--- src/common/acc_defines.svh ---
// Bus widths, sample and FIFO sizing, and APB register offsets for the accelerator
`ifndef ACC_DEFINES_SVH
`define ACC_DEFINES_SVH

// --------------------
// Bus widths
// AHB address as seen by the host
`define ACC_HADDR_W 32
// Shared AHB and APB data width
`define ACC_DATA_W 32
// APB address into the sensor block
`define ACC_ADDR_W 16

// --------------------
// Converter sample
`define ADC_SAMPLE_W 12
`define ADC_CHAN_W 2

// --------------------
// Sample FIFO
`define FIFO_DEPTH 8
// Must hold 0 to FIFO_DEPTH inclusive
`define FIFO_LEVEL_W 4

// --------------------
// Register offsets in the APB window
`define REG_CTRL 'h0
`define REG_STATUS 'h4
`define REG_DATA 'h8
`define REG_IRQ 'hC

`endif

--- src/common/adc_pkg.sv ---
// Sensor block register selector and sample word field layout
`default_nettype none

`include "acc_defines.svh"

package adc_pkg;

  // --------------------
  // Register selector after address decode
  typedef enum logic [2:0] {
    SEL_CTRL   = 3'd0,
    SEL_STATUS = 3'd1,
    SEL_DATA   = 3'd2,
    SEL_IRQ    = 3'd3,
    SEL_NONE   = 3'd4
  } reg_addr_e;

  // --------------------
  // Sample word, channel on top of data
  localparam int SAMPLE_W     = `ADC_CHAN_W + `ADC_SAMPLE_W;
  localparam int SMP_DATA_LSB = 0;
  localparam int SMP_DATA_MSB = `ADC_SAMPLE_W - 1;
  localparam int SMP_CHAN_LSB = `ADC_SAMPLE_W;
  localparam int SMP_CHAN_MSB = SAMPLE_W - 1;

  // Channel position in the DATA register view
  localparam int REG_CHAN_LSB = 16;

  // Decimation factor width in CTRL
  localparam int DECIM_W = 4;

endpackage

`default_nettype wire

--- src/common/bus_pkg.sv ---
// AHB transfer type and AHB to APB bridge state encodings
`default_nettype none

package bus_pkg;

  // --------------------
  // AHB-Lite HTRANS encoding
  typedef enum logic [1:0] {
    HTRANS_IDLE   = 2'b00,
    HTRANS_BUSY   = 2'b01,
    HTRANS_NONSEQ = 2'b10,
    HTRANS_SEQ    = 2'b11
  } htrans_e;

  // --------------------
  // Bridge sequencing
  // Idle waits for an AHB address phase
  // Setup drives psel alone, access adds penable
  typedef enum logic [1:0] {
    ST_IDLE   = 2'b00,
    ST_SETUP  = 2'b01,
    ST_ACCESS = 2'b10
  } bridge_state_e;

endpackage

`default_nettype wire

--- src/adc_wrapper/adc_apb_regs.sv ---
// APB register file with control, status, sample pop and level interrupt
`timescale 1ns/1ns
`default_nettype none

`include "acc_defines.svh"

module adc_apb_regs
  import adc_pkg::*;
(
  input  wire                       hclk,
  input  wire                       rst_n,
  // APB slave
  input  wire                       psel,
  input  wire                       penable,
  input  wire                       pwrite,
  input  wire [`ACC_ADDR_W-1:0]     paddr,
  input  wire [`ACC_DATA_W-1:0]     pwdata,
  output logic [`ACC_DATA_W-1:0]    prdata,
  output logic                      pready,
  // FIFO read side
  input  wire                       m_valid,
  input  wire [SAMPLE_W-1:0]        m_data,
  input  wire [`FIFO_LEVEL_W-1:0]   level,
  output logic                      m_ready,
  // Sampler control
  input  wire                       overrun,
  output logic                      enable,
  output logic [DECIM_W-1:0]        decim,
  output logic                      overrun_clr,
  // Interrupt
  output logic                      irq
);

  reg_addr_e                  sel;
  logic                       wr_en;
  logic                       rd_en;
  logic                       irq_en;
  logic [`FIFO_LEVEL_W-1:0]   thresh;

  // --------------------
  // Address decode
  // Full decode so aliases read as unmapped
  always_comb begin
    case (paddr)
      `REG_CTRL:   sel = SEL_CTRL;
      `REG_STATUS: sel = SEL_STATUS;
      `REG_DATA:   sel = SEL_DATA;
      `REG_IRQ:    sel = SEL_IRQ;
      default:     sel = SEL_NONE;
    endcase
  end

  // Access phase qualifiers
  assign wr_en = psel & penable & pwrite;
  assign rd_en = psel & penable & ~pwrite;

  // No wait states
  assign pready = 1'b1;

  // --------------------
  // Writable registers
  always_ff @(posedge hclk) begin
    if (!rst_n) begin
      enable <= 1'b0;
      decim  <= '0;
      irq_en <= 1'b0;
      thresh <= '0;
    end else if (wr_en) begin
      if (sel == SEL_CTRL) begin
        enable <= pwdata[0];
        decim  <= pwdata[7:4];
      end
      if (sel == SEL_IRQ) begin
        irq_en <= pwdata[0];
        thresh <= pwdata[7:4];
      end
    end
  end

  // Write one to STATUS bit 8 clears overrun
  assign overrun_clr = wr_en & (sel == SEL_STATUS) & pwdata[8];

  // Pop only when a sample is there
  assign m_ready = rd_en & (sel == SEL_DATA) & m_valid;

  // --------------------
  // Read mux
  always_comb begin
    prdata = '0;
    case (sel)
      SEL_CTRL: begin
        prdata[0]   = enable;
        prdata[7:4] = decim;
      end
      SEL_STATUS: begin
        prdata[3:0] = level;
        prdata[4]   = (level == '0);
        prdata[8]   = overrun;
      end
      // Empty FIFO reads as zero
      SEL_DATA: begin
        if (m_valid) begin
          prdata[SMP_DATA_MSB:0] = m_data[SMP_DATA_MSB:SMP_DATA_LSB];
          prdata[REG_CHAN_LSB +: `ADC_CHAN_W] = m_data[SMP_CHAN_MSB:SMP_CHAN_LSB];
        end
      end
      SEL_IRQ: begin
        prdata[0]   = irq_en;
        prdata[7:4] = thresh;
      end
      default: begin
        prdata = '0;
      end
    endcase
  end

  // --------------------
  // Level interrupt, one cycle behind the level
  always_ff @(posedge hclk) begin
    if (!rst_n) begin
      irq <= 1'b0;
    end else begin
      irq <= irq_en & (level >= thresh);
    end
  end

endmodule

`default_nettype wire

--- src/adc_wrapper/adc_sampler.sv ---
// ADC sampler with strobe decimation, channel tagging and sticky overrun
`timescale 1ns/1ns
`default_nettype none

`include "acc_defines.svh"

module adc_sampler
  import adc_pkg::*;
(
  input  wire                      hclk,
  input  wire                      rst_n,
  // External converter
  input  wire                      adc_strobe,
  input  wire [`ADC_SAMPLE_W-1:0]  adc_data,
  input  wire [`ADC_CHAN_W-1:0]    adc_chan,
  // Control from registers
  input  wire                      enable,
  input  wire [DECIM_W-1:0]        decim,
  input  wire                      overrun_clr,
  // Valid/ready to the FIFO
  input  wire                      s_ready,
  output logic                     s_valid,
  output logic [SAMPLE_W-1:0]      s_data,
  output logic                     overrun
);

  logic                en_q;
  logic                en_rise;
  logic [DECIM_W-1:0]  cnt;
  logic [DECIM_W-1:0]  cnt_eff;
  logic                keep;
  logic                stall;

  // --------------------
  // Decimation
  // Counter restarts on the cycle enable rises
  assign en_rise = enable & ~en_q;
  assign cnt_eff = en_rise ? '0 : cnt;

  // Keep the strobe at count zero
  assign keep = adc_strobe & enable & (cnt_eff == '0);

  always_ff @(posedge hclk) begin
    if (!rst_n) begin
      en_q <= 1'b0;
      cnt  <= '0;
    end else begin
      en_q <= enable;
      if (adc_strobe && enable) begin
        // Wrap after decim+1 strobes, also if decim shrank
        cnt <= (cnt_eff >= decim) ? '0 : cnt_eff + DECIM_W'(1);
      end else if (en_rise) begin
        cnt <= '0;
      end
    end
  end

  // --------------------
  // Output slot
  // Still waiting means offered but not taken
  assign stall = s_valid & ~s_ready;

  always_ff @(posedge hclk) begin
    if (!rst_n) begin
      s_valid <= 1'b0;
    end else if (keep && !stall) begin
      s_valid <= 1'b1;
    end else if (s_ready) begin
      s_valid <= 1'b0;
    end
  end

  // Tagged word loaded only into a free slot
  always_ff @(posedge hclk) begin
    if (keep && !stall) begin
      s_data[SMP_CHAN_MSB:SMP_CHAN_LSB] <= adc_chan;
      s_data[SMP_DATA_MSB:SMP_DATA_LSB] <= adc_data;
    end
  end

  // Sticky loss flag, a new loss wins over the clear
  always_ff @(posedge hclk) begin
    if (!rst_n) begin
      overrun <= 1'b0;
    end else if (keep && stall) begin
      overrun <= 1'b1;
    end else if (overrun_clr) begin
      overrun <= 1'b0;
    end
  end

endmodule

`default_nettype wire

--- src/adc_wrapper/sample_fifo.sv ---
// Synchronous sample FIFO with valid/ready on both sides and a fill level
`timescale 1ns/1ns
`default_nettype none

`include "acc_defines.svh"

module sample_fifo
  import adc_pkg::*;
(
  input  wire                       hclk,
  input  wire                       rst_n,
  // Write side from the sampler
  input  wire                       s_valid,
  input  wire [SAMPLE_W-1:0]        s_data,
  output logic                      s_ready,
  // Read side to the registers
  input  wire                       m_ready,
  output logic                      m_valid,
  output logic [SAMPLE_W-1:0]       m_data,
  output logic [`FIFO_LEVEL_W-1:0]  level
);

  localparam int PTR_W = $clog2(`FIFO_DEPTH);

  logic [SAMPLE_W-1:0]  mem [`FIFO_DEPTH];
  logic [PTR_W-1:0]     wr_ptr;
  logic [PTR_W-1:0]     rd_ptr;
  logic                 push;
  logic                 pop;

  // Circular pointer step
  function automatic logic [PTR_W-1:0] ptr_next(input logic [PTR_W-1:0] ptr);
    ptr_next = (ptr == PTR_W'(`FIFO_DEPTH - 1)) ? '0 : ptr + PTR_W'(1);
  endfunction

  // --------------------
  // Handshakes
  // Full stalls the sampler
  assign s_ready = (level != `FIFO_LEVEL_W'(`FIFO_DEPTH));
  assign m_valid = (level != '0);
  assign push    = s_valid & s_ready;
  assign pop     = m_valid & m_ready;

  // Head of queue
  assign m_data = mem[rd_ptr];

  // Pointers and level, push and pop may coincide
  always_ff @(posedge hclk) begin
    if (!rst_n) begin
      wr_ptr <= '0;
      rd_ptr <= '0;
      level  <= '0;
    end else begin
      if (push) begin
        wr_ptr <= ptr_next(wr_ptr);
      end
      if (pop) begin
        rd_ptr <= ptr_next(rd_ptr);
      end
      case ({push, pop})
        2'b10:   level <= level + `FIFO_LEVEL_W'(1);
        2'b01:   level <= level - `FIFO_LEVEL_W'(1);
        default: level <= level;
      endcase
    end
  end

  // Storage
  always_ff @(posedge hclk) begin
    if (push) begin
      mem[wr_ptr] <= s_data;
    end
  end

endmodule

`default_nettype wire

--- src/verilog/accelerator_subsystem.sv ---
// Accelerator top level with AHB to APB bridge, ADC sampler, sample FIFO and registers
`timescale 1ns/1ns
`default_nettype none

`include "acc_defines.svh"

module accelerator_subsystem
  import bus_pkg::*;
  import adc_pkg::*;
(
  input  wire                      hclk,
  input  wire                      rst_n,
  // AHB-Lite from the host
  input  wire                      hsel,
  input  wire [`ACC_HADDR_W-1:0]   haddr,
  input  wire htrans_e             htrans,
  input  wire                      hwrite,
  input  wire                      hready,
  input  wire [`ACC_DATA_W-1:0]    hwdata,
  // Size and protection are accepted but not decoded
  input  wire [2:0]                hsize,
  input  wire [3:0]                hprot,
  output logic                     hreadyout,
  output logic                     hresp,
  output logic [`ACC_DATA_W-1:0]   hrdata,
  // External converter
  input  wire                      adc_strobe,
  input  wire [`ADC_SAMPLE_W-1:0]  adc_data,
  input  wire [`ADC_CHAN_W-1:0]    adc_chan,
  // Interrupt to the SoC
  output logic                     irq
);

  // --------------------
  // APB between bridge and registers
  logic                     psel;
  logic                     penable;
  logic                     pwrite;
  logic [`ACC_ADDR_W-1:0]   paddr;
  logic [`ACC_DATA_W-1:0]   pwdata;
  logic [`ACC_DATA_W-1:0]   prdata;
  logic                     pready;

  // Sampler into FIFO
  logic                     s_valid;
  logic                     s_ready;
  logic [SAMPLE_W-1:0]      s_data;

  // FIFO into registers
  logic                     m_valid;
  logic                     m_ready;
  logic [SAMPLE_W-1:0]      m_data;
  logic [`FIFO_LEVEL_W-1:0] level;

  // Register control back to the sampler
  logic                     enable;
  logic [DECIM_W-1:0]       decim;
  logic                     overrun_clr;
  logic                     overrun;

  ahb_to_apb_bridge u_bridge (
    .hclk      (hclk),
    .rst_n     (rst_n),
    .hsel      (hsel),
    .haddr     (haddr),
    .htrans    (htrans),
    .hwrite    (hwrite),
    .hready    (hready),
    .hwdata    (hwdata),
    .hreadyout (hreadyout),
    .hresp     (hresp),
    .hrdata    (hrdata),
    .psel      (psel),
    .penable   (penable),
    .pwrite    (pwrite),
    .paddr     (paddr),
    .pwdata    (pwdata),
    .pready    (pready),
    .prdata    (prdata)
  );

  adc_sampler u_sampler (
    .hclk        (hclk),
    .rst_n       (rst_n),
    .adc_strobe  (adc_strobe),
    .adc_data    (adc_data),
    .adc_chan    (adc_chan),
    .enable      (enable),
    .decim       (decim),
    .overrun_clr (overrun_clr),
    .s_ready     (s_ready),
    .s_valid     (s_valid),
    .s_data      (s_data),
    .overrun     (overrun)
  );

  sample_fifo u_fifo (
    .hclk    (hclk),
    .rst_n   (rst_n),
    .s_valid (s_valid),
    .s_data  (s_data),
    .m_ready (m_ready),
    .s_ready (s_ready),
    .m_valid (m_valid),
    .m_data  (m_data),
    .level   (level)
  );

  adc_apb_regs u_regs (
    .hclk        (hclk),
    .rst_n       (rst_n),
    .psel        (psel),
    .penable     (penable),
    .pwrite      (pwrite),
    .paddr       (paddr),
    .pwdata      (pwdata),
    .m_valid     (m_valid),
    .m_data      (m_data),
    .level       (level),
    .overrun     (overrun),
    .prdata      (prdata),
    .pready      (pready),
    .m_ready     (m_ready),
    .enable      (enable),
    .decim       (decim),
    .overrun_clr (overrun_clr),
    .irq         (irq)
  );

endmodule

`default_nettype wire

--- src/verilog/ahb_to_apb_bridge.sv ---
// AHB-Lite slave sequencing each host access into one APB setup and access phase
`timescale 1ns/1ns
`default_nettype none

`include "acc_defines.svh"

module ahb_to_apb_bridge
  import bus_pkg::*;
(
  input  wire                     hclk,
  input  wire                     rst_n,
  // AHB-Lite slave side
  input  wire                     hsel,
  input  wire [`ACC_HADDR_W-1:0]  haddr,
  input  wire htrans_e            htrans,
  input  wire                     hwrite,
  input  wire                     hready,
  input  wire [`ACC_DATA_W-1:0]   hwdata,
  output logic                    hreadyout,
  output logic                    hresp,
  output logic [`ACC_DATA_W-1:0]  hrdata,
  // APB master side
  output logic                    psel,
  output logic                    penable,
  output logic                    pwrite,
  output logic [`ACC_ADDR_W-1:0]  paddr,
  output logic [`ACC_DATA_W-1:0]  pwdata,
  input  wire                     pready,
  input  wire [`ACC_DATA_W-1:0]   prdata
);

  bridge_state_e           state;
  logic                    xfer_req;
  logic                    accept;
  logic                    write_q;
  logic [`ACC_ADDR_W-1:0]  addr_q;

  // --------------------
  // Address phase detection
  // Only NONSEQ and SEQ carry a real transfer
  assign xfer_req = hsel && hready &&
                    ((htrans == HTRANS_NONSEQ) || (htrans == HTRANS_SEQ));

  // New transfer taken only from idle
  assign accept = (state == ST_IDLE) && xfer_req;

  // --------------------
  // Transfer sequencer
  always_ff @(posedge hclk) begin
    if (!rst_n) begin
      state <= ST_IDLE;
    end else begin
      case (state)
        ST_IDLE: begin
          if (accept) begin
            state <= ST_SETUP;
          end
        end
        // Setup always lasts one cycle
        ST_SETUP: begin
          state <= ST_ACCESS;
        end
        // Hold access until the slave completes
        ST_ACCESS: begin
          if (pready) begin
            state <= ST_IDLE;
          end
        end
        default: begin
          state <= ST_IDLE;
        end
      endcase
    end
  end

  // Address and direction latched in the AHB address phase
  // Upper haddr bits select the subsystem and are dropped here
  always_ff @(posedge hclk) begin
    if (accept) begin
      addr_q  <= haddr[`ACC_ADDR_W-1:0];
      write_q <= hwrite;
    end
  end

  // Read data captured as the access phase completes
  always_ff @(posedge hclk) begin
    if ((state == ST_ACCESS) && pready && !write_q) begin
      hrdata <= prdata;
    end
  end

  // --------------------
  // APB drive
  assign psel    = (state == ST_SETUP) || (state == ST_ACCESS);
  assign penable = (state == ST_ACCESS);
  assign pwrite  = write_q;
  assign paddr   = addr_q;

  // Host keeps hwdata stable over the whole stretched data phase
  assign pwdata = hwdata;

  // --------------------
  // AHB response
  // Wait states cover setup and access
  assign hreadyout = (state == ST_IDLE);

  // Always OKAY
  assign hresp = 1'b0;

endmodule

`default_nettype wire
--- config.mk ---
export PLATFORM = sky130hd
export DESIGN_NAME = accelerator_subsystem
export DESIGN_NICKNAME = d
export VERILOG_FILES = /design/src/common/adc_pkg.sv /design/src/common/bus_pkg.sv /design/src/adc_wrapper/adc_apb_regs.sv /design/src/adc_wrapper/adc_sampler.sv /design/src/adc_wrapper/sample_fifo.sv /design/src/verilog/accelerator_subsystem.sv /design/src/verilog/ahb_to_apb_bridge.sv
export VERILOG_INCLUDE_DIRS = /design/src /design/src/common
export SDC_FILE = /design/constraint.sdc
export NUM_CORES = 1
export LEC_CHECK = 0
export ABC_AREA = 1
export ABC_CLOCK_PERIOD_IN_PS = 3400
export BUFFER_PORTS_ARGS = -buffer_cell sky130_fd_sc_hd__buf_2
export CAP_MARGIN = 0
export CORE_AREA = 4 4 183 185
export DETAILED_ROUTE_END_ITERATION = 12
export DIE_AREA = 0 0 187 189
export GPL_ROUTABILITY_DRIVEN = 0
export HOLD_SLACK_MARGIN = 0.08
export PLACE_DENSITY = 0.47
export SETUP_SLACK_MARGIN = 0.2
export SYNTH_ARGS = -nofsm -noshare
export SYNTH_HDL_FRONTEND = slang
export SYNTH_SLANG_ARGS = --single-unit
export TNS_END_PERCENT = 50
--- constraint.sdc ---
create_clock -name hclk -period 3.4 [get_ports hclk]
set_input_delay 1.02 -clock hclk [delete_from_list [all_inputs] [get_ports hclk]]
set_output_delay 1.02 -clock hclk [all_outputs]
set_load 0.05 [all_outputs]
Word-level counts from Yosys, hierarchy flattened
Memories as Yosys holds them, arrays and structs flattened. A register that Yosys moved wholly into a read port is not among the register bits.
Cells that the tools add are included.
Cells by class
  add/subtract/negate cells: 5
  equal/unequal tests: 16
  reductions and logical operators: 23
  mux-type cells: 23
  order comparisons: 2
  bitwise logic cells: 17
Operator list (number)
  $eq 16x4->1 const B: 2
  $eq 16x3->1 const B: 1
  $logic_not 16->1: 1
  $and 1x1->1: 14
  $mux 3: 4
  $mux 4: 3
  $pmux 3 s4: 1
  $mux 9: 1
  $pmux 3 s3: 1
  $add 4x1->4 const B: 2
  $eq 2x2->1 const B: 4
  $ge 4x4->1: 2
  $logic_not 4->1: 2
  $pmux 1 s4: 2
  $pmux 4 s2: 1
  $logic_and 1x1->1: 7
  $add 3x1->3 const B: 2
  $eq 3x2->1 const B: 2
  $eq 3x3->1 const B: 2
  $mux 1: 6
  $pmux 3 s2: 1
  $reduce_and 2->1: 3
  $reduce_bool 2->1: 3
  $eq 2x1->1 const B: 2
  other kinds (13): 17
Word-level totals
  register bits: 75
  memory bits (writable): 112
  logic and storage cells: 105
  input port bits: 93
  memories: 1
  output and inout port bits: 35
Memory list
  u_fifo.mem: words 8, width 14, read ports 1, clocked after memory_dff 1, wr ports 1, RTL line sample_fifo.sv:25  | logic [SAMPLE_W-1:0] mem [`FIFO_DEPTH];

Depth between registers and ports, before layout
Gate-level depths: netlist of the first run.
  word-level depth: 9
  mapped depth: 17

By module
Synthesis of the first run repeated with hierarchy kept, for this count alone.
Unflattened totals
  cells, all modules: 797
  area, all modules: 9090.0 um^2
By module, submodules not included
  sample_fifo: instances 1, sequential area each 3623.5 um^2, cells an instance 405, area an instance 5051.1 um^2
  ahb_to_apb_bridge: instances 1, sequential area each 1511.4 um^2, cells an instance 106, area an instance 1900.6 um^2
  adc_apb_regs: instances 1, sequential area each 220.2 um^2, cells an instance 202, area an instance 1247.4 um^2
  adc_sampler: instances 1, sequential area each 560.5 um^2, cells an instance 84, area an instance 890.9 um^2

Least setup slack after synthesis of the first run
No wires, ideal clock.
  path kind: reg-to-reg
  from: register u_bridge.write_q, in the netlist u_bridge.pwrite
  to: register u_fifo.level[2]
  setup slack: 0.494 ns
  setup time: 0.115 ns
  data required time: 3.285 ns
  clock period less this slack: 2.906 ns
  cell stages (with the launch flop): 13
  arrival: 2.791 ns
  path through: edfxtp_1 > nor3_1 > inv_1 > nor2_2 > ha_1 > nand2_1 > inv_1 > nor2_1 > ha_1 > a21oi_1 > xnor2_1 > o21ai_0 > inv_1
Between the ends
  cells in the longest elaborated chain, start to end: 7
  elaborated cells between the ends (all ways): 9
  classes of those cells: eq/ne: 2; mux: 1; bitwise: 5; reduce/logical: 1
Ends and longest elaborated chain
  start: declaration: RTL line ahb_to_apb_bridge.sv:35  | logic write_q;
  start signal: assignment: RTL line ahb_to_apb_bridge.sv:81  | write_q <= hwrite;
  $not 1->1 (*): RTL line adc_apb_regs.sv:55  | assign rd_en = psel & penable & ~pwrite;
  $and 1x1->1 (*): RTL line adc_apb_regs.sv:55
  $and 1x1->1 (*) (2 in a row): RTL line adc_apb_regs.sv:84  | assign m_ready = rd_en & (sel == SEL_DATA) & m_valid;
  $and 1x1->1 (*): RTL line sample_fifo.sv:42  | assign pop = m_valid & m_ready;
  $eq 2x1->1 / $eq 2x2->1 (equally long branches): RTL line sample_fifo.sv:60  | case ({push, pop})
  $pmux 4 s2 / $reduce_bool 2->1 (equally long branches)
  end signal: assignment: RTL line sample_fifo.sv:61  | 2'b10: level <= level + `FIFO_LEVEL_W'(1);
  end signal: assignment: RTL line sample_fifo.sv:62  | 2'b01: level <= level - `FIFO_LEVEL_W'(1);
  end signal: assignment: RTL line sample_fifo.sv:63  | default: level <= level;
  end: declaration: RTL line sample_fifo.sv:20  | output logic [`FIFO_LEVEL_W-1:0] level
Mark *: on every way between the ends. The rest lies on a longest branch, timed or not.
A chain may end at the register's enable or synchronous reset.

Worst setup path in the final report of the first run
  from: register u_bridge.addr_q[13], in the netlist u_bridge.paddr[13]
  to: register u_fifo.level[2]
Between the ends
  cells in the longest elaborated chain, start to end: 8
  elaborated cells between the ends (all ways): 13
  classes of those cells: eq/ne: 6; mux: 2; bitwise: 3; reduce/logical: 2
Ends and longest elaborated chain
  start: declaration: RTL line ahb_to_apb_bridge.sv:36  | logic [`ACC_ADDR_W-1:0] addr_q;
  start signal: assignment: RTL line ahb_to_apb_bridge.sv:80  | addr_q <= haddr[`ACC_ADDR_W-1:0];
  $eq 16x4->1 (tied with other cells): RTL line adc_apb_regs.sv:44  | case (paddr)
  $pmux 3 s4 (*): RTL line adc_apb_regs.sv:44
  $eq 3x2->1 (*): RTL line adc_apb_regs.sv:84
  $and 1x1->1 (*) (2 in a row): RTL line adc_apb_regs.sv:84
  $and 1x1->1 (*): RTL line sample_fifo.sv:42
  $eq 2x1->1 / $eq 2x2->1 (equally long branches): RTL line sample_fifo.sv:60
  $pmux 4 s2 / $reduce_bool 2->1 (equally long branches)
Marked as above.

==> run summary, run 1 <==
### Die
* 32000 um2 — Std-Cell Core Area
* 187 um — Chip Width
* 35300 um2 — Die Outline Area
* 128 — io pins
* 66 — Rows
* 189 um — Chip Height
* 0.245 — starting utilization of the core area

### Clock tree
* 0.43 ns — later-pin clock latency in the skew report
* 0 — hold buffer count at CTS
* 17 — total clock buffers created by CTS
* sky130_fd_sc_hd__clkbuf_16 — cell at the root of the clock tree
* 190 — sinks on the clock net
* 0 — number of cells upsized or downsized after cts
* 0 — postcts setup bufs
* 2 — Max clock buf depth
* yes — clock tree from TritonCTS
* 0.07 ns — clock-pin slew on the worst setup and hold paths
* 4 — level count of the clock H-tree

### Finish
* 157 x sky130_fd_sc_hd__edfxtp_1, 123 x sky130_fd_sc_hd__nor2_1, 106 x sky130_fd_sc_hd__nand2_1 — most frequent cells in the layout
* 0 — antenna cell count
* 0.160 — fraction of final layout cells with drive strength greater than 1
* 17.2% — area overhead of the layout relative to synthesis
* sky130_fd_sc_hd__edfxtp_1 — most common cell after layout, fill and taps aside
* 879 — # nets final

### GRT
* 0 — initial antenna violation count
* 57 — largest net degree at the start of global routing
* 4859 — number of global-route vias before repair
* 0 — overflow left after global routing
* 0.101 — Overall Global Routing Usage
* 27.4 mm — first-pass GRT wire length

### Outcome
* complete, no violations — result of the run

### Power and ir drop
* 498 nW/um2 — power density over the cells
* 3.39 nW — leak pwr
* 0.021 — combinational group share of total power
* 0.211 — net switching fraction of the power
* 0.966 mW — switching power
* 3.62 mW — internal power component
* 0.434 — proportion of power drawn by the clock network
* 0.290 mV — maximum vdd drop
* 0.545 — fraction of power consumed by sequential logic

### Synthesis
* 190 — Seq cells post-synth
* sky130_fd_sc_hd__edfxtp_1 — cell taking the most area after synthesis
* 0 — Post-synth ARST share
* 33 — unique cell type count in the Yosys netlist
* 697 — post-synthesis cell count
* sky130_fd_sc_hd__edfxtp_1 — main flop type after synthesis
* sky130_fd_sc_hd__edfxtp_1 60%, sky130_fd_sc_hd__dfxtp_1 8.4%, sky130_fd_sc_hd__nor2_1 5.9% — top post-synthesis cells by area
* 0.684 — sequential fraction of the synthesis area
* 7850 um2 — area of the mapped netlist
* 11.3 um2 — Post-Synthesis Mean Instance Area
* 0 — YS warnings
* 0.600 — share of the synthesized area in the top cell type
* 157 — number of flops mapped to enable cells by yosys

### STA
* 0.721 — final critical-path share of the clock period
* 0 — Slew Limit Fails
* 0.531 — headroom to the max-slew limit
* 0 ns — total negative setup slack
* 0 — final hold violations
* no — unrepaired setup endpoints after global routing
* 0.00811 ns — worst clock skew on the final layout
* 408 MHz — Peak Freq
* 0 — count of endpoints failing setup in the final report
* 0.480 ns — final hold slack
* 2.45 ns — Period minus WS final
* 0.701 ns — Worst Max-Slew Pin Slew

### Detailed routing
* 17.5 mm — Routed WL
* 4 — TritonRoute pass-1 iters
* 14.7 um — per-cell routed wire length
* 394 — number of design-rule violations left by the first detailed-router iteration
* 0 — post-detailed-route DRC marker count
* 0 — number of antenna-violating nets in the routed design
* 4915 — via count
* 4.13 — detail-routed via count per cell

### Worst setup path
* u_bridge.paddr[13]$_DFFE_PP_ — Critical Path Start
* 3.72 ns — data required time at the worst endpoint
* u_fifo.level[2]$_SDFFE_PN0P_ — Setup crit end
* 0.95 ns — reg-to-reg setup timing slack
* flip-flop to flip-flop — Worst Path Class, Setup
* flip-flop — critical path endpoint category
* flip-flop — type of origin of the critical path
* 2.77 ns — arrival time at the worst endpoint
* 6 — highest fanout seen on the critical path
* 16 — cell count of the worst reg-to-reg path
* u_fifo.level[2]$_SDFFE_PN0P_ — capturing point of the worst reg2reg path
* u_bridge.paddr[13]$_DFFE_PP_ — reg2reg start

### Hold path
* flip-flop to flip-flop — type of the most critical hold path

### Run
* 0 — max-cap viol count

### Placed design
* 11.3 mm — half-perimeter wire length of the detailed placement result
* 58 — IO Port Bufs

-- routing by layer --
metal,share of wire,up-vias,track usage
met2,0.51,103,0.178
li1,-,2501,-
met5,0,-,0
met4,0.016,0,0.0387
met3,0.045,13,0.0197
met1,0.43,2298,0.124
-- critical path, stage by stage (launching register included) --
cell and delay (ns):
sky130_fd_sc_hd__edfxtp_1 0.37, sky130_fd_sc_hd__nor2_1 0.12, sky130_fd_sc_hd__nand2_1 0.09, sky130_fd_sc_hd__nor2_4 0.21, sky130_fd_sc_hd__nand2_4 0.08, sky130_fd_sc_hd__nor3_4 0.19, sky130_fd_sc_hd__inv_4 0.13, sky130_fd_sc_hd__nor2_2 0.12
sky130_fd_sc_hd__ha_1 0.21, sky130_fd_sc_hd__nand2_1 0.08, sky130_fd_sc_hd__inv_1 0.06, sky130_fd_sc_hd__nor2_1 0.06, sky130_fd_sc_hd__ha_1 0.17, sky130_fd_sc_hd__a21oi_1 0.14, sky130_fd_sc_hd__xnor2_1 0.09, sky130_fd_sc_hd__o21ai_0 0.16
sky130_fd_sc_hd__inv_1 0.05
-- cell type report --
class	instances	area, um2
multi-input cells	436	2120
inverters	49	186
clock buffers	18	429
clock inverters	14	158
flip-flops and latches	190	5380
repair buffers	75	418
fillers	3310	22800
well taps	408	510
-- state kept, by name, indices dropped and copies added, names as in the netlist, named ones only --
register,count
u_fifo.mem,112
u_sampler.s_valid,1
u_regs.thresh,4
u_sampler.cnt,4
u_regs.irq,1
u_bridge.state,2
u_bridge.hrdata,14
u_sampler.s_data,14
u_regs.enable,1
u_fifo.wr_ptr,3
u_fifo.level,4
u_bridge.paddr,16
u_regs.irq_en,1
u_bridge.pwrite,1
u_sampler.overrun,1
u_sampler.en_q,1
u_regs.decim,4
u_fifo.rd_ptr,3
-- synthesized netlist by cell type (2+ instances only) --
| cell type | number |
|---|---|
| sky130_fd_sc_hd__nand2_1 | 106 |
| sky130_fd_sc_hd__nor3_1 | 5 |
| sky130_fd_sc_hd__dfxtp_1 | 33 |
| sky130_fd_sc_hd__clkbuf_1 | 8 |
| sky130_fd_sc_hd__nand3_1 | 25 |
| sky130_fd_sc_hd__a21boi_0 | 2 |
| sky130_fd_sc_hd__nor2_4 | 3 |
| sky130_fd_sc_hd__nor2_1 | 123 |
| sky130_fd_sc_hd__ha_1 | 17 |
| sky130_fd_sc_hd__o21ai_1 | 5 |
| sky130_fd_sc_hd__buf_2 | 10 |
| sky130_fd_sc_hd__inv_1 | 46 |
| sky130_fd_sc_hd__nand4_1 | 6 |
| sky130_fd_sc_hd__buf_4 | 22 |
| sky130_fd_sc_hd__o22ai_1 | 12 |
| sky130_fd_sc_hd__edfxtp_1 | 157 |
| sky130_fd_sc_hd__a21oi_2 | 5 |
| sky130_fd_sc_hd__a21oi_1 | 20 |
| sky130_fd_sc_hd__inv_2 | 2 |
| sky130_fd_sc_hd__o21ai_0 | 76 |
| sky130_fd_sc_hd__xnor2_1 | 2 |
-- power by group through the flow --
stage	Clock [mW]	Combinational, mW	Sequential, mW
2_1_floorplan	0	0.0773	2.55
6_report	1.99	0.0946	2.50
3_3_place_gp	0	0.0950	2.55
5_1_grt	2.14	0.102	2.50
3_5_place_dp	0	0.0954	2.55
4_1_cts	2.05	0.0956	2.50
-- how the worst min path moves through the flow --
stage | start | to | slack, ns | cells after the start
2_1_floorplan | u_bridge.state[1]$_SDFFE_PN0P_ | u_bridge.state[1]$_SDFFE_PN0P_ | 0.44 | 1
3_3_place_gp | u_sampler.overrun$_SDFFE_PN0P_ | u_sampler.overrun$_SDFFE_PN0P_ | 0.46 | 2
3_5_place_dp | u_bridge.state[1]$_SDFFE_PN0P_ | u_bridge.state[1]$_SDFFE_PN0P_ | 0.47 | 1
4_1_cts | u_bridge.state[1]$_SDFFE_PN0P_ | u_bridge.state[1]$_SDFFE_PN0P_ | 0.48 | 1
5_1_grt | u_regs.thresh[1]$_SDFFE_PN0P_ | u_regs.thresh[1]$_SDFFE_PN0P_ | 0.50 | 2
6_report | u_bridge.state[1]$_SDFFE_PN0P_ | u_bridge.state[1]$_SDFFE_PN0P_ | 0.48 | 1
-- through the flow --
step	utilization	std cells	power, mW	cell area [um2]	setup slack, ns
5_1_grt	0.287	1190	4.74	9200	0.710
3_3_place_gp	0.269	1158	2.65	8620	0.963
6_report	0.287	1190	4.58	9200	0.949
4_1_cts	0.287	1190	4.64	9200	0.900
2_1_floorplan	-	715	2.63	7920	0.494
3_5_place_dp	0.269	1158	2.65	8620	0.922
-- cells by family after synthesis --
group,Yosys count,share of synthesized area
AOI/OAI and AO/OA,124,0.0852
xor gates and xnor gates,3,0.00335
adders and majority gates,17,0.0271
buffers and inverters,89,0.0550
DFF,190,0.684
other,1,0.000477
and+or+nand+nor,273,0.144
(Power assumes the default switching activity.)
==> inputs of run 2 (changes only) <==
--- a/config.mk
+++ b/config.mk
@@ -7,7 +7,7 @@
 export NUM_CORES = 1
 export LEC_CHECK = 0
 export ABC_AREA = 1
-export ABC_CLOCK_PERIOD_IN_PS = 3400
+export ABC_CLOCK_PERIOD_IN_PS = 2250
 export BUFFER_PORTS_ARGS = -buffer_cell sky130_fd_sc_hd__buf_2
 export CAP_MARGIN = 0
 export CORE_AREA = 4 4 183 185
@@ -15,7 +15,7 @@
 export DIE_AREA = 0 0 187 189
 export GPL_ROUTABILITY_DRIVEN = 0
 export HOLD_SLACK_MARGIN = 0.08
-export PLACE_DENSITY = 0.47
+export PLACE_DENSITY = 0.49
 export SETUP_SLACK_MARGIN = 0.2
 export SYNTH_ARGS = -nofsm -noshare
 export SYNTH_HDL_FRONTEND = slang
==> constraint.sdc (replaced) <==
create_clock -name hclk -period 2.25 [get_ports hclk]
set_input_delay 0.675 -clock hclk [delete_from_list [all_inputs] [get_ports hclk]]
set_output_delay 0.675 -clock hclk [all_outputs]
set_load 0.05 [all_outputs]
==> run summary, run 2 (synthesis results as in run 1) <==
### STA
* 0 — Slew Limit Fails
* 0 — count of endpoints failing setup in the final report
* 2.13 ns — Period minus WS final
* yes — unrepaired setup endpoints after global routing
* 0.670 ns — Worst Max-Slew Pin Slew
* 0 ns — total negative setup slack
* 0.414 ns — final hold slack
* 0.947 — final critical-path share of the clock period
* 469 MHz — Peak Freq
* 0 — final hold violations
* 0.553 — headroom to the max-slew limit
* 0.0104 ns — worst clock skew on the final layout

### Detailed routing
* 0 — number of antenna-violating nets in the routed design
* 5 — TritonRoute pass-1 iters
* 5031 — via count
* 288 — number of design-rule violations left by the first detailed-router iteration
* 14.6 um — per-cell routed wire length
* 17.6 mm — Routed WL
* 4.17 — detail-routed via count per cell
* 0 — post-detailed-route DRC marker count

### Die
* 0.245 — starting utilization of the core area
* 189 um — Chip Height
* 187 um — Chip Width
* 32000 um2 — Std-Cell Core Area
* 128 — io pins
* 35300 um2 — Die Outline Area
* 66 — Rows

### Worst setup path
* u_bridge.paddr[10]$_DFFE_PP_ — reg2reg start
* 16 — cell count of the worst reg-to-reg path
* 3 — highest fanout seen on the critical path
* 0.12 ns — reg-to-reg setup timing slack
* flip-flop — critical path endpoint category
* 2.46 ns — arrival time at the worst endpoint
* u_fifo.level[2]$_SDFFE_PN0P_ — capturing point of the worst reg2reg path
* flip-flop — type of origin of the critical path
* 2.58 ns — data required time at the worst endpoint
* flip-flop to flip-flop — Worst Path Class, Setup

### Power and ir drop
* 1.42 mW — switching power
* 6.86 mW — total power
* 0.550 — fraction of power consumed by sequential logic
* 3.49 nW — leak pwr
* 0.499 mV — maximum vdd drop
* 5.44 mW — internal power component
* 0.207 — net switching fraction of the power
* 0.428 — proportion of power drawn by the clock network
* 722 nW/um2 — power density over the cells
* 0.021 — combinational group share of total power

### GRT
* 0.102 — Overall Global Routing Usage
* 0 — overflow left after global routing
* 4939 — number of global-route vias before repair
* 27.7 mm — first-pass GRT wire length
* 57 — largest net degree at the start of global routing
* 0 — initial antenna violation count

### Clock tree
* 0 — hold buffer count at CTS
* 17 — total clock buffers created by CTS
* 4 — level count of the clock H-tree
* 0.07 ns — clock-pin slew on the worst setup and hold paths
* 190 — sinks on the clock net
* sky130_fd_sc_hd__clkbuf_16 — cell at the root of the clock tree
* 0.43 ns — later-pin clock latency in the skew report
* 2 — Max clock buf depth
* yes — clock tree from TritonCTS

### Finish
* 112 — max FFs per register
* 21.0% — area overhead of the layout relative to synthesis
* sky130_fd_sc_hd__edfxtp_1 — most common cell after layout, fill and taps aside
* u_fifo.mem — largest register by flop count
* 0 — antenna cell count
* 3255 — layout filler cell count
* 157 x sky130_fd_sc_hd__edfxtp_1, 118 x sky130_fd_sc_hd__nor2_1, 102 x sky130_fd_sc_hd__nand2_1 — most frequent cells in the layout
* 1207 — final standard cell count with taps included and fillers excluded
* 0.194 — fraction of final layout cells with drive strength greater than 1
* 897 — # nets final
* 0.297 — final design utilization

### Placed design
* 11.2 mm — half-perimeter wire length of the detailed placement result
* 1169 — total placed cells including tap cells
* 58 — IO Port Bufs

### Hold path
* u_sampler.s_data[5]$_DFFE_PP_ — worst hold path endpoint
* adc_data[5] — startpoint of the worst hold path
* 1 — Worst Hold Path Cells
* primary input to flip-flop — type of the most critical hold path

### Run
* 0 — max-cap viol count

### Outcome
* complete, no violations — result of the run

==> run 2: power by group through the flow <==
stage | clock network, mW | registers, mW | logic, mW
after floorplan | 0 | 3.86 | 0.118
after global placement | 0 | 3.85 | 0.147
after detailed placement | 0 | 3.85 | 0.148
after CTS | 3.03 | 3.78 | 0.148
after global routing | 3.19 | 3.77 | 0.157
final | 2.94 | 3.78 | 0.147
==> run 2: routing by layer <==
layer,vias up,wire length [um],global-route usage
met5,-,0,0
li1,2543,-,-
met4,0,279,0.0373
met3,21,576,0.0205
met2,97,8860,0.174
met1,2370,7890,0.130
==> run 2: final cells by class <==
class                           count  area (um2)  share of cell area
Clock buffer                       18         429              0.0452
Multi-Input combinational cell    436        2210               0.233
Inverter                           49         186              0.0196
Timing Repair Buffer               93         644              0.0678
Clock inverter                     13         141              0.0149
Tap cell                          408         510              0.0537
Sequential cell                   190        5380               0.566
==> run 2: metrics by stage <==
step | setup slack (ns) | area [um2]
after floorplan | -0.0596 | 7960
after global placement | -0.0176 | 8820
after detailed placement | -0.0105 | 8820
after CTS | 0.0857 | 9440
after global routing | -0.0701 | 9500
final | 0.118 | 9500
==> run 2: repair_timing <==
action,in CTS,in global routing
resized for setup,3,16
setup endpoints to repair,3,96
setup buffers,6,1
pin swaps,7,15
gates cloned,0,0
==> run 2: critical path, stage by stage (launching register included) <==
cell and delay, ns:
sky130_fd_sc_hd__edfxtp_1 0.35, sky130_fd_sc_hd__nor2_1 0.12, sky130_fd_sc_hd__nand2_1 0.10, sky130_fd_sc_hd__nor2_4 0.15, sky130_fd_sc_hd__nand2_4 0.07, sky130_fd_sc_hd__nor3_4 0.24
sky130_fd_sc_hd__inv_4 0.06, sky130_fd_sc_hd__nor2_4 0.10, sky130_fd_sc_hd__ha_4 0.16, sky130_fd_sc_hd__nand2_2 0.07, sky130_fd_sc_hd__inv_2 0.07, sky130_fd_sc_hd__nor2_4 0.05
sky130_fd_sc_hd__ha_4 0.15, sky130_fd_sc_hd__a21oi_2 0.11, sky130_fd_sc_hd__xnor2_1 0.07, sky130_fd_sc_hd__o21ai_1 0.12, sky130_fd_sc_hd__inv_1 0.04
==> run 2: how the worst max path moves through the flow <==
stage / start / slack [ns] / cells after the start / end
detailed placement: u_bridge.paddr[5]$_DFFE_PP_ / -0.01 / 16 / u_fifo.level[2]$_SDFFE_PN0P_
global placement: u_bridge.paddr[5]$_DFFE_PP_ / -0.02 / 16 / u_fifo.level[2]$_SDFFE_PN0P_
floorplan: u_bridge.paddr[0]$_DFFE_PP_ / -0.06 / 16 / u_fifo.level[2]$_SDFFE_PN0P_
finish: u_bridge.paddr[10]$_DFFE_PP_ / 0.12 / 16 / u_fifo.level[2]$_SDFFE_PN0P_
global route: u_bridge.paddr[8]$_DFFE_PP_ / -0.07 / 16 / u_fifo.level[2]$_SDFFE_PN0P_
CTS: u_bridge.paddr[4]$_DFFE_PP_ / 0.09 / 16 / u_fifo.level[2]$_SDFFE_PN0P_
==> inputs of run 3 (changes only) <==
--- a/config.mk
+++ b/config.mk
@@ -15,7 +15,7 @@
 export DIE_AREA = 0 0 187 189
 export GPL_ROUTABILITY_DRIVEN = 0
 export HOLD_SLACK_MARGIN = 0.08
-export PLACE_DENSITY = 0.49
+export PLACE_DENSITY = 0.5
 export SETUP_SLACK_MARGIN = 0.2
 export SYNTH_ARGS = -nofsm -noshare
 export SYNTH_HDL_FRONTEND = slang
==> run summary, run 3 (synthesis results as in run 1) <==
### Outcome
* complete, no violations — result of the run

### Power and ir drop
* 714 nW/um2 — power density over the cells
* 3.59 nW — leak pwr
* 0.470 mV — maximum vdd drop

### STA
* 0.936 — final critical-path share of the clock period
* 0.623 ns — Worst Max-Slew Pin Slew
* 475 MHz — Peak Freq
* 2.10 ns — Period minus WS final
* 0.584 — headroom to the max-slew limit
* 0.145 ns — setup slack after layout
* yes — unrepaired setup endpoints after global routing
* 0.0206 ns — worst clock skew on the final layout
* 0.413 ns — final hold slack
* 0 — count of endpoints failing setup in the final report
* 0 — final hold violations
* 0 — Slew Limit Fails

### Worst setup path
* flip-flop — critical path endpoint category
* flip-flop — type of origin of the critical path
* sky130_fd_sc_hd__nor2_4 — most frequent cell on the critical path
* flip-flop to flip-flop — Worst Path Class, Setup
* 0.36 ns — delay of the slowest critical-path stage
* simple AND/OR/NAND/NOR gates — cell family contributing the most delay on the critical path
* 2.57 ns — data required time at the worst endpoint
* 3 — highest fanout seen on the critical path
* nor2_1 -> nand2_1 -> nor2_4 -> nand2_4 -> nor3_4 -> inv_4 -> nor2_4 -> ha_4 -> nand2_4 -> inv_4 -> nor2_4 -> ha_4 -> a21oi_2 -> xnor2_1 -> o21ai_1 -> inv_1 — Cell Chain, Critical Path
* 3 — Worst Path Buf+Inv
* 2.42 ns — arrival time at the worst endpoint
* sky130_fd_sc_hd__edfxtp_1 — CP max stage cell

### Detailed routing
* 0 — number of antenna-violating nets in the routed design
* 0 — post-detailed-route DRC marker count
* 4 — TritonRoute pass-1 iters
* 347 — number of design-rule violations left by the first detailed-router iteration
* 4.25 — detail-routed via count per cell
* 5172 — via count
* 14.5 um — per-cell routed wire length
* 17.6 mm — Routed WL

### Finish
* 157 x sky130_fd_sc_hd__edfxtp_1, 111 x sky130_fd_sc_hd__nor2_1, 101 x sky130_fd_sc_hd__nand2_1 — most frequent cells in the layout
* 0.227 — fraction of final layout cells with drive strength greater than 1
* 9720 um2 — final instance area
* 23.8% — area overhead of the layout relative to synthesis
* 0 — antenna cell count
* 5380 um2 — Storage cell area
* 3262 — layout filler cell count
* 907 — # nets final
* 112 — max FFs per register
* sky130_fd_sc_hd__edfxtp_1 — most common cell after layout, fill and taps aside
* 2260 um2 — multi-input gate area in the final layout
* u_fifo.mem — largest register by flop count

### Clock tree
* 0.43 ns — later-pin clock latency in the skew report
* 2 — Max clock buf depth
* 0 — hold buffer count at CTS
* 190 — sinks on the clock net
* 4 — level count of the clock H-tree
* 0.08 ns — clock-pin slew on the worst setup and hold paths
* yes — clock tree from TritonCTS
* 17 — total clock buffers created by CTS
* sky130_fd_sc_hd__clkbuf_16 — cell at the root of the clock tree

### GRT
* 5023 — number of global-route vias before repair
* 0 — initial antenna violation count
* 27.5 mm — first-pass GRT wire length
* 57 — largest net degree at the start of global routing
* 0 — overflow left after global routing
* 0.101 — Overall Global Routing Usage

### Die
* 0.245 — starting utilization of the core area
* 187 um — Chip Width
* 32000 um2 — Std-Cell Core Area
* 189 um — Chip Height
* 128 — io pins
* 35300 um2 — Die Outline Area
* 66 — Rows

### Placed design
* 11.3 mm — half-perimeter wire length of the detailed placement result
* 8850 um2 — area post-placement
* 58 — IO Port Bufs
* 0.00693 ns — pre-CTS setup slack

### Run
* 0 — max-cap viol count

### Hold path
* primary input to flip-flop — type of the most critical hold path

==> run 3: what timing repair did <==
action | CTS | global route
resized for setup | 7 | 47
buffers inserted | 13 | 2
pin swaps | 9 | 20
setup endpoints to repair | 3 | 43
==> run 3: layout make-up <==
cell class	count	area share
Multi-Input combinational cell	436	0.233
Clock inverter	15	0.0183
Timing Repair Buffer	103	0.0800
Tap cell	408	0.0525
Sequential cell	190	0.553
Inverter	49	0.0197
Clock buffer	17	0.0438
==> run 3: power by group <==
part / switching (mW) / leakage, nW / internal [mW] / total (mW)
logic: 0.116 / 1.61 / 0.0374 / 0.153
registers: 0.00494 / 1.69 / 3.77 / 3.77
clock network: 1.49 / 0.292 / 1.52 / 3.01
==> run 3: through the flow <==
stage          std cells  total power [mW]   util  setup TNS (ns)
6_report            1218              6.94  0.303               0
5_1_grt             1218              7.19  0.303         -0.0585
4_1_cts             1216              7.04  0.299               0
3_5_place_dp        1171              4.00  0.276               0
3_3_place_gp        1171              4.00  0.276               0
2_1_floorplan        715              3.98      -         -0.0596
==> run 3: worst paths after layout <==
check	to	startpoint	slack (ns)	cells past startpoint
hold reg to reg	u_sampler.overrun$_SDFFE_PN0P_	u_sampler.overrun$_SDFFE_PN0P_	0.48	2
setup reg to reg	u_fifo.level[2]$_SDFFE_PN0P_	u_bridge.paddr[11]$_DFFE_PP_	0.15	16
hold / removal	u_sampler.s_data[9]$_DFFE_PP_	adc_data[9]	0.41	1
setup / recovery	u_fifo.level[2]$_SDFFE_PN0P_	u_bridge.paddr[11]$_DFFE_PP_	0.15	16
==> run 3: routing by layer <==
metal	track usage	up-vias	part of all wire
met1	0.128	2494	0.45
met2	0.176	101	0.51
met5	0	-	0
met4	0.0265	0	0.0066
met3	0.0205	7	0.035
li1	-	2570	-
